## src/design/pcs_pkg.sv

```systemverilog
package pcs_pkg;

    // datapath widths.
    localparam int DATA_WIDTH   = 32;
    localparam int HEADER_WIDTH = 2;
    localparam int BLOCK_WIDTH  = 2 * DATA_WIDTH + HEADER_WIDTH; // one 66-bit block.

    // gearbox sequence.
    localparam int SEQ_WIDTH = 6;
    localparam logic [SEQ_WIDTH-1:0] SEQ_LAST = 6'd32; // pause slot.

    // x^58 + x^39 + 1 scrambler.
    localparam int SCRAMBLER_WIDTH = 58;
    localparam int SCRAMBLER_TAP   = 39;
    localparam logic [SCRAMBLER_WIDTH-1:0] SCRAMBLER_SEED = '1;

    // one half of a 66-bit block as offered by the upstream source.
    // The header is only meaningful on the first half of a block.
    typedef struct packed {
        logic [HEADER_WIDTH-1:0] header;
        logic [DATA_WIDTH-1:0]   data;
    } tx_word_t;

    // sequence position and pause flag for the gearbox.
    typedef struct packed {
        logic [SEQ_WIDTH-1:0] seq;
        logic                 pause;
    } gearbox_ctrl_t;

endpackage

```

## src/design/gearbox_sequencer.sv

```systemverilog
`timescale 1ns/1ps

module gearbox_sequencer (
    input  logic                  i_clk,
    input  logic                  i_reset,
    output logic                  o_pause,
    output pcs_pkg::gearbox_ctrl_t o_ctrl
);

    import pcs_pkg::*;

    logic [SEQ_WIDTH-1:0] seq_q;
    gearbox_ctrl_t        ctrl_q;

    // free running count 0..SEQ_LAST over a 33-cycle period.
    always_ff @(posedge i_clk) begin
        if (i_reset) begin
            seq_q <= '0;
        end else if (seq_q == SEQ_LAST) begin
            seq_q <= '0; // wrap.
        end else begin
            seq_q <= seq_q + 1'b1;
        end
    end

    // upstream must hold its word in this slot.
    assign o_pause = (seq_q == SEQ_LAST);

    // The scrambler adds one cycle, so the gearbox gets the
    // sequence that belongs to the word it is about to load.
    always_ff @(posedge i_clk) begin
        if (i_reset) begin
            ctrl_q <= '0;
        end else begin
            ctrl_q.seq   <= seq_q;
            ctrl_q.pause <= o_pause;
        end
    end

    assign o_ctrl = ctrl_q;

    a_seq_in_range: assert property (
        @(posedge i_clk) disable iff (i_reset)
        seq_q <= SEQ_LAST
    ) else $error("gearbox sequence counter beyond SEQ_LAST.");

    a_pause_at_last: assert property (
        @(posedge i_clk) disable iff (i_reset)
        o_ctrl.pause |-> (o_ctrl.seq == SEQ_LAST)
    ) else $error("delayed pause outside the SEQ_LAST slot.");

endmodule

```

## src/design/pcs_tx_top.sv

```systemverilog
`timescale 1ns/1ps

module pcs_tx_top (
    input  logic                          i_clk,
    input  logic                          i_reset,
    input  pcs_pkg::tx_word_t             i_word,
    output logic                          o_pause,
    output logic [pcs_pkg::DATA_WIDTH-1:0] o_data,
    output logic                          o_frame_word
);

    import pcs_pkg::*;

    logic          src_pause;      // shared by upstream and scrambler.
    gearbox_ctrl_t gearbox_ctrl;   // one cycle behind src_pause.
    tx_word_t      scrambled_word;

    gearbox_sequencer gearbox_sequencer_inst (
        .i_clk   (i_clk),
        .i_reset (i_reset),
        .o_pause (src_pause),
        .o_ctrl  (gearbox_ctrl)
    );

    tx_scrambler tx_scrambler_inst (
        .i_clk   (i_clk),
        .i_reset (i_reset),
        .i_pause (src_pause),
        .i_word  (i_word),
        .o_word  (scrambled_word)
    );

    tx_gearbox tx_gearbox_inst (
        .i_clk        (i_clk),
        .i_reset      (i_reset),
        .i_word       (scrambled_word),
        .i_ctrl       (gearbox_ctrl),
        .o_data       (o_data),
        .o_frame_word (o_frame_word)
    );

    assign o_pause = src_pause;

endmodule

```

## src/design/tx_gearbox.sv

```systemverilog
`timescale 1ns/1ps

module tx_gearbox (
    input  logic                          i_clk,
    input  logic                          i_reset,
    input  pcs_pkg::tx_word_t             i_word,
    input  pcs_pkg::gearbox_ctrl_t        i_ctrl,
    output logic [pcs_pkg::DATA_WIDTH-1:0] o_data,
    output logic                          o_frame_word
);

    import pcs_pkg::*;

    logic [BLOCK_WIDTH-1:0] buf_q;
    logic [BLOCK_WIDTH-1:0] buf_next;
    logic                   load_header;
    logic [SEQ_WIDTH:0]     header_idx;
    logic [SEQ_WIDTH:0]     data_idx;

    // even sequence is the first half of a block and carries the header.
    assign load_header  = ~i_ctrl.seq[0];
    assign o_frame_word = i_ctrl.seq[0]; // low on the header half.

    // The buffer fill grows by 2 bits every block, which is what
    // places the loads at seq and seq+1/seq+2.
    assign header_idx = {1'b0, i_ctrl.seq};
    assign data_idx   = load_header ? header_idx + 2'd2 : header_idx + 2'd1;

    always_comb begin
        buf_next = buf_q;
        buf_next[DATA_WIDTH-1:0] = buf_q[2*DATA_WIDTH-1:DATA_WIDTH]; // shift down one word.

        // pause slot only drains the residue.
        if (!i_ctrl.pause) begin
            for (int b = 0; b < BLOCK_WIDTH; b++) begin
                if (load_header && (b >= header_idx) && (b < header_idx + HEADER_WIDTH)) begin
                    buf_next[b] = i_word.header[b - header_idx];
                end
                if ((b >= data_idx) && (b < data_idx + DATA_WIDTH)) begin
                    buf_next[b] = i_word.data[b - data_idx];
                end
            end
        end
    end

    // line word leaves from the bottom of the updated buffer.
    assign o_data = buf_next[DATA_WIDTH-1:0];

    always_ff @(posedge i_clk) begin
        if (i_reset) begin
            buf_q <= '0;
        end else begin
            buf_q <= buf_next;
        end
    end

    a_seq_in_range: assert property (
        @(posedge i_clk) disable iff (i_reset)
        i_ctrl.seq <= SEQ_LAST
    ) else $error("gearbox sequence beyond SEQ_LAST.");

    a_pause_only_last: assert property (
        @(posedge i_clk) disable iff (i_reset)
        i_ctrl.pause |-> (i_ctrl.seq == SEQ_LAST)
    ) else $error("gearbox paused outside the SEQ_LAST slot.");

    // after the pause slot the next block starts on a header half.
    a_restart_on_header: assert property (
        @(posedge i_clk) disable iff (i_reset)
        i_ctrl.pause |=> !o_frame_word
    ) else $error("block did not restart on the header half after pause.");

endmodule

```

## src/design/tx_scrambler.sv

```systemverilog
`timescale 1ns/1ps

module tx_scrambler (
    input  logic             i_clk,
    input  logic             i_reset,
    input  logic             i_pause,
    input  pcs_pkg::tx_word_t i_word,
    output pcs_pkg::tx_word_t o_word
);

    import pcs_pkg::*;

    // state[0] is the most recent scrambled bit, state[57] the oldest.
    logic [SCRAMBLER_WIDTH-1:0] state_q;
    logic [SCRAMBLER_WIDTH-1:0] state_next;
    logic [DATA_WIDTH-1:0]      scrambled;
    tx_word_t                   word_q;

    // Serial model unrolled over the 32 payload bits, LSB first.
    // Each bit sees the bits scrambled earlier in the same word.
    always_comb begin
        logic [SCRAMBLER_WIDTH-1:0] s;
        logic                       bit_out;
        s         = state_q;
        scrambled = '0;
        for (int i = 0; i < DATA_WIDTH; i++) begin
            bit_out      = i_word.data[i] ^ s[SCRAMBLER_TAP-1] ^ s[SCRAMBLER_WIDTH-1];
            scrambled[i] = bit_out;
            s            = {s[SCRAMBLER_WIDTH-2:0], bit_out}; // feed back scrambled bit.
        end
        state_next = s;
    end

    always_ff @(posedge i_clk) begin
        if (i_reset) begin
            state_q <= SCRAMBLER_SEED;
        end else if (!i_pause) begin
            state_q <= state_next;
        end
    end

    // header goes straight through and is only delayed with the data.
    always_ff @(posedge i_clk) begin
        if (i_reset) begin
            word_q <= '0;
        end else if (!i_pause) begin
            word_q.header <= i_word.header;
            word_q.data   <= scrambled;
        end
    end

    assign o_word = word_q;

    a_hold_on_pause: assert property (
        @(posedge i_clk) disable iff (i_reset)
        i_pause |=> ($stable(state_q) && $stable(o_word))
    ) else $error("scrambler advanced during a pause cycle.");

endmodule

```

## config.mk

```make
export PLATFORM = sky130hd
export DESIGN_NAME = pcs_tx_top
export DESIGN_NICKNAME = d
export VERILOG_FILES = /design/src/design/pcs_pkg.sv /design/src/design/gearbox_sequencer.sv /design/src/design/pcs_tx_top.sv /design/src/design/tx_gearbox.sv /design/src/design/tx_scrambler.sv
export SDC_FILE = /design/constraint.sdc
export NUM_CORES = 1
export LEC_CHECK = 0
export BUFFER_PORTS_ARGS = -buffer_cell sky130_fd_sc_hd__buf_4
export CORE_MARGIN = 5
export CORE_UTILIZATION = 40
export CTS_BUF_LIST = sky130_fd_sc_hd__clkbuf_2
export DETAILED_ROUTE_END_ITERATION = 16
export SYNTH_ARGS = -nofsm -noshare
export SYNTH_HDL_FRONTEND = slang
export SYNTH_SLANG_ARGS = --single-unit
```

## constraint.sdc

```tcl
create_clock -name i_clk -period 5.2 [get_ports i_clk]
set_input_delay 0.78 -clock i_clk [delete_from_list [all_inputs] [get_ports i_clk]]
set_output_delay 0.78 -clock i_clk [all_outputs]
set_load 0.01 [all_outputs]
```

* After elaboration in Yosys (flattened, before gate mapping) *
Index checks and enable logic that the tools add are counted.

operators by class
  $add $sub $neg = 133
  multipliers = 0
  div/mod/pow operators = 0
  magnitude comparators = 384
  equal/unequal tests = 1
  shift-type cells = 0
  multiplexer cells = 386
  bitwise logic cells = 66
  reductions and logical operators = 257

operator list
  cell                                                         number
  less-than comparator 32 x 2 -> 1 bit, second input constant  64
  less-than comparator 32 x 6 -> 1 bit, second input constant  64
  less-than comparator 6 x 32 -> 1 bit, first input constant   64
  less-than comparator 5 x 32 -> 1 bit, first input constant   32
  less-than comparator 4 x 32 -> 1 bit, first input constant   16
  binary-select mux 1 bit (select 5 bit)                       64
  2-to-1 mux 1 bit                                             320
  less-than comparator 3 x 32 -> 1 bit, first input constant   8
  subtractor 6 x 7 -> 8 bit, first input constant              32
  >= comparator 6 x 7 -> 1 bit, first input constant           32
  subtractor 6 x 6 -> 7 bit, first input constant              32
  >= comparator 6 bit, first input constant                    32
  logical AND 1 bit                                            192
  less-than comparator 1 x 32 -> 1 bit, first input constant   4
  less-than comparator 2 x 32 -> 1 bit, first input constant   4
  subtractor 5 x 7 -> 8 bit, first input constant              16
  >= comparator 5 x 7 -> 1 bit, first input constant           16
  subtractor 5 x 6 -> 7 bit, first input constant              16
  >= comparator 5 x 6 -> 1 bit, first input constant           16
  AND reduction 2 bit                                          32
  nonzero test 2 bit                                           32
  subtractor 4 x 7 -> 8 bit, first input constant              8
  bitwise XOR 1 bit                                            64
  >= comparator 4 x 7 -> 1 bit, first input constant           8
  23 further kinds                                             59

word-level totals
  register bits after elaboration = 137
  latch bits = 0
  memory bits (writable) = 0
  bits in read-only memories = 0
  bits of input ports = 36
  output and inout bits = 34
  logic and storage cells = 1265
  memories = 0

* Logic depth before layout (Yosys ltp) *
  depth after elaboration = 7
  gate-level depth with buffers = 16

* By module *
From an unflattened synthesis, not the netlist that was laid out.

second synthesis, totals
  cells, all modules = 1366
  area, all modules = 11318.4 µm²

by module, submodules not included
  module             times used  cells each  area each (µm²)  seq. area each (µm²)
  tx_gearbox         1           937         7070.5           640.6
  tx_scrambler       1           386         3808.7           1841.8
  gearbox_sequencer  1           43          439.2            260.2

* Worst setup path before layout *
Ideal clock, no wire load.

  path type = register -> output
  start = register gearbox_sequencer_inst.ctrl_q (netlist bit gearbox_sequencer_inst.o_ctrl[2])
  end = output o_data[8] in the netlist's numbering
  arrival = 4059 ps
  slack = 361 ps
  stages on the path, launching flop included = 16
  path buffers = 6
  path through = dfxtp_1 -> buf_2 -> buf_2 -> buf_2 -> inv_1 -> ha_1 -> mux2_2 -> clkbuf_1 -> ha_1 -> clkbuf_1 -> clkbuf_1 -> mux4_2 -> mux2i_1 -> mux2i_1 -> o22a_1 -> o22a_1

on the way
  cells in the longest elaborated chain, start to end = 7
  elaborated cells between the ends (all ways) = 18

RTL lines
  element                                                                                                line                                source
  from (decl)                                                                                            gearbox_sequencer.sv:13             gearbox_ctrl_t ctrl_q;
  adder 6 x 2 -> 7 bit / adder 6 x 1 -> 7 bit (equally long branches)                                    tx_gearbox.sv:27, tx_gearbox.sv:36
  2-to-1 mux 7 bit                                                                                       tx_gearbox.sv:27                    assign data_idx = load_header ? header_idx + 2'd2 : header_idx + 2'd1;
  adder 7 x 6 -> 8 bit / subtractor 4 x 7 -> 8 bit (equally long branches)                               tx_gearbox.sv:39, tx_gearbox.sv:40
  less-than comparator 4 x 32 -> 1 bit / binary-select mux 1 bit (select 5 bit) (equally long branches)  tx_gearbox.sv:39, tx_gearbox.sv:40
  logical AND 1 bit / 2-to-1 mux 1 bit (equally long branches)                                           tx_gearbox.sv:39, tx_gearbox.sv:40
  2-to-1 mux 1 bit *                                                                                     tx_gearbox.sv:39                    if ((b >= data_idx) && (b < data_idx + DATA_WIDTH)) begin
  2-to-1 mux 32 bit *                                                                                    tx_gearbox.sv:34                    if (!i_ctrl.pause) begin
  to (decl)                                                                                              pcs_tx_top.sv:8                     output logic [pcs_pkg::DATA_WIDTH-1:0] o_data,

Mark *: on every way between the ends. The rest lies on a longest branch, timed or not. The select of a mux whose other input is x is not followed.

* Worst setup path in the final report *
  start = register gearbox_sequencer_inst.ctrl_q (netlist bit gearbox_sequencer_inst.o_ctrl[3])
  end = output o_data[27] in the netlist's numbering

on the way
  cells in the longest elaborated chain, start to end = 7
  elaborated cells between the ends (all ways) = 18

RTL lines
  element                                                                                                line
  adder 6 x 2 -> 7 bit / adder 6 x 1 -> 7 bit (equally long branches)                                    tx_gearbox.sv:27, tx_gearbox.sv:36
  2-to-1 mux 7 bit                                                                                       tx_gearbox.sv:27
  adder 7 x 6 -> 8 bit / subtractor 5 x 7 -> 8 bit (equally long branches)                               tx_gearbox.sv:39, tx_gearbox.sv:40
  less-than comparator 5 x 32 -> 1 bit / binary-select mux 1 bit (select 5 bit) (equally long branches)  tx_gearbox.sv:39, tx_gearbox.sv:40
  logical AND 1 bit / 2-to-1 mux 1 bit (equally long branches)                                           tx_gearbox.sv:39, tx_gearbox.sv:40
  2-to-1 mux 1 bit *                                                                                     tx_gearbox.sv:39
  2-to-1 mux 32 bit *                                                                                    tx_gearbox.sv:34

Marked as above.

==> key figures <==
Outcome
  – Status: complete, no violations

Worst setup path
  – Crit-path max FO: 21
  – Crit. End Element: output pin
  – Cell mode on critical path: buf_4
  – Cells along the critical path: buf_4 -> ha_1 -> mux2i_4 -> xnor2_4 -> inv_2 -> buf_4 -> ha_1 -> xnor2_2 -> mux4_2 -> o311ai_0 -> buf_4
  – Worst path max stage delay: 510 ps
  – Worst path arrival time: 4260 ps
  – Critical Path Source Type: register
  – WP data required: 4420 ps
  – Slowest-stage cell, CP: o311ai_0
  – Critical path class: reg -> out

STA
  – Min Tclk post-route: 5040 ps
  – Worst-margin pin slew: 1010 ps
  – Max Freq: 198 MHz
  – Clk_skew: 70.7 ps
  – Period utilization: 96.9%
  – Final hold viol count: 0
  – Setup Viol. Count Final: 0
  – Slew Limit Headroom: 32.7%
  – Final Slew Violations: 0
  – Post-route setup slack: 160 ps

Placed design
  – GPL Wtd Cong: 1.06
  – DP Wirelength: 29000 um
  – PortBufs: 69
  – Pre-CTS setup slack: 573 ps

CTS
  – H-tree levels: 4
  – CTS tree: built
  – Clock latency on the worst-skew pair: 740 ps
  – Clock root cell: clkbuf_2
  – Clk buf depth: 2
  – Hold_buf cts: 0
  – Clock transition at path regs: 280 ps
  – CTS Buf Count: 17
  – Clock sinks: 137

Logic synthesis
  – Sequential element share of the synthesized area: 26.5%
  – Syn_area_per_cell: 7.85 um2
  – Async set-reset flop share out of synthesis: 0%
  – Mux contribution to synthesized area: 18.0%
  – Main combinational cell family by area after synthesis: compound AO/OA/AOI/OAI gates
  – Synth cell types: 75
  – Synth Area in Compound Gates: 23.8%
  – EDFF count, synth: 0
  – Synth Register Bits: 137
  – Ys flop type: dfxtp_1
  – Mapped Area: 10300 um2
  – Simple-gate share of the synthesized area: 17.2%
  – Cells after Synth: 1318
  – Post-Synth Adder-Cell Area: 1.69%
  – Xor-xnor portion of the synthesized cell area: 8.00%
  – Yosys warns: 0
  – Net Count, Synth: 1368

Global route
  – GRT Overall Usage: 26.7%
  – Pin count of the biggest net entering global routing: 68
  – Vias in the first global route: 9972
  – Initial antenna violation count: 2
  – First-pass GRT wire length: 60100 um
  – Total gr overflow: 0

Floorplanning
  – Die H: 171 um
  – CORE AREA: 25300 um2
  – Initial Util: 40.8%
  – # IOs: 70
  – Row Count: 58
  – Die width: 171 um
  – Die area: 29200 um2

Layout
  – Share of cells above drive strength 1: 17.5%
  – Final nets: 1415
  – P&R area growth vs syn: 13.2%
  – Final Core Density: 46.2%
  – Fillers: 2577

Hold path
  – Worst hold path class: in -> reg

Power and ir drop
  – Pwr Total: 0.00342 W
  – Clock power share: 20.9%
  – LEAKAGE: 4.54 nW
  – Comb power frac: 40.0%
  – Psw: 0.00141 W
  – Internal: 0.00201 W
  – Sequential power share: 39.1%
  – PwrDens: 292 nW/um2
  – Sw frac: 41.1%
  – Worst vdd ir: 0.000183 V

Route
  – Final wirelength: 39300 um
  – Via count: 10436
  – Wire per inst: 23.0 um
  – 1st-iter DRT viols: 1227
  – Vias per cell: 6.10
  – First-pass DRT Iterations: 7
  – Final antenna-violating net count: 0
  – DRC errors left: 0

Job
  – Max-Cap Viols: 0
==> metrics by stage <==
| stage | setup TNS, ps | hold WS (ps) | cells | instance area [um2] |
|---|---|---|---|---|
| after global placement | 0 | 450 | 1664 | 11200 |
| after detailed placement | 0 | 454 | 1664 | 11200 |
| after global routing | -29.5 | 211 | 1710 | 11700 |
| after floorplan | 0 | 436 | 1318 | 10300 |
| final | 0 | 278 | 1710 | 11700 |
| after CTS | 0 | 197 | 1696 | 11500 |
==> worst max-delay path, delay by kind of cell (launching register included) <==
family,cells,cell delay (ps)
mux,2,730
buf+inv,4,740
xor+xnor,2,530
flops,1,380
fa+ha+maj,2,620
compound gates,1,510
==> cell usage after synthesis (all sizes together), types with 20 or more instances <==
cell type	n	area (um2)
nor2	159	597
mux2	28	315
xnor2	48	480
nor3	33	170
o22ai	20	125
nand2	145	544
mux2i	113	1140
o21ai	58	290
xor2	37	324
a21oi	158	791
clkbuf	77	289
buf	22	106
dfxtp	137	2740
inv	24	90.1
==> timing repair <==
item,4_1_cts,5_1_grt
setup buffers,0,12
pin swaps,1,3
setup endpoints to repair,21,20
resized for setup,11,10
==> flip-flops by register name, indices dropped and copies added (netlist names) <==
register / count
gearbox_sequencer_inst.o_ctrl: 7
tx_scrambler_inst.state_q: 58
tx_scrambler_inst.o_word: 34
gearbox_sequencer_inst.seq_q: 6
tx_gearbox_inst.buf_q: 32
==> placed cells by master, fill, tap and decap left out, types with 20 or more instances in the layout <==
cell     instances
a21oi_1        158
buf_4          124
dfxtp_1        135
inv_1           20
mux2_2          27
mux2i_1        107
nand2_1        145
nor2_1         159
nor3_1          32
o21ai_0         56
o22ai_1         20
xnor2_1         41
xor2_1          37
==> area by class of cell <==
class	count	area, um2	area share (%)
diodes	2	5.00	0.0427
clock buffers	17	85.1	0.727
clock inverters	15	176	1.51
inverters	26	103	0.876
multi-input cells	1056	7200	61.5
flip-flops and latches	137	2750	23.5
well taps	330	413	3.53
repair buffers	127	982	8.39
==> power groups by stage <==
| stage | combinational [W] | clock (W) | sequential, W |
|---|---|---|---|
| after floorplan | 0.000888 | 0 | 0.00131 |
| after global placement | 0.00132 | 0 | 0.00136 |
| after detailed placement | 0.00133 | 0 | 0.00136 |
| after CTS | 0.00134 | 0.000742 | 0.00134 |
| after global routing | 0.00150 | 0.000781 | 0.00136 |
| final | 0.00137 | 0.000715 | 0.00134 |
==> per-layer routing <==
metal,part of all wire [%],vias to the layer above,GRT usage [%]
li1,-,4861,-
met4,5.9,2,13.7
met3,8.2,140,5.96
met2,44,549,41.5
met1,42,4884,34.9
met5,0.031,-,0
==> worst paths after layout <==
| path | from | endpoint | slack, ps | depth (start not counted) |
|---|---|---|---|---|
| hold reg to reg | tx_scrambler_inst.state_q[2] | tx_scrambler_inst.state_q[34] | 470 | 2 |
| setup reg to reg | gearbox_sequencer_inst.o_ctrl[3] | tx_gearbox_inst.buf_q[57] | 1420 | 10 |
| hold / removal | i_word[33] | tx_scrambler_inst.o_word[33] | 280 | 3 |
| setup / recovery | gearbox_sequencer_inst.o_ctrl[3] | o_data[27] | 160 | 11 |
==> cells by family (layout without fill, tap and decap cells) <==
group,count (synthesis),count (layout)
adder cells (fa/ha/maj),14,14
other,0,2
XOR/XNOR,86,86
flip-flops,137,137
AO/OA/AOI/OAI,387,387
multiplexers,159,159
AND/OR/NAND/NOR,410,410
buffers and inverters,125,185
Power figures use the tool's default switching activity.
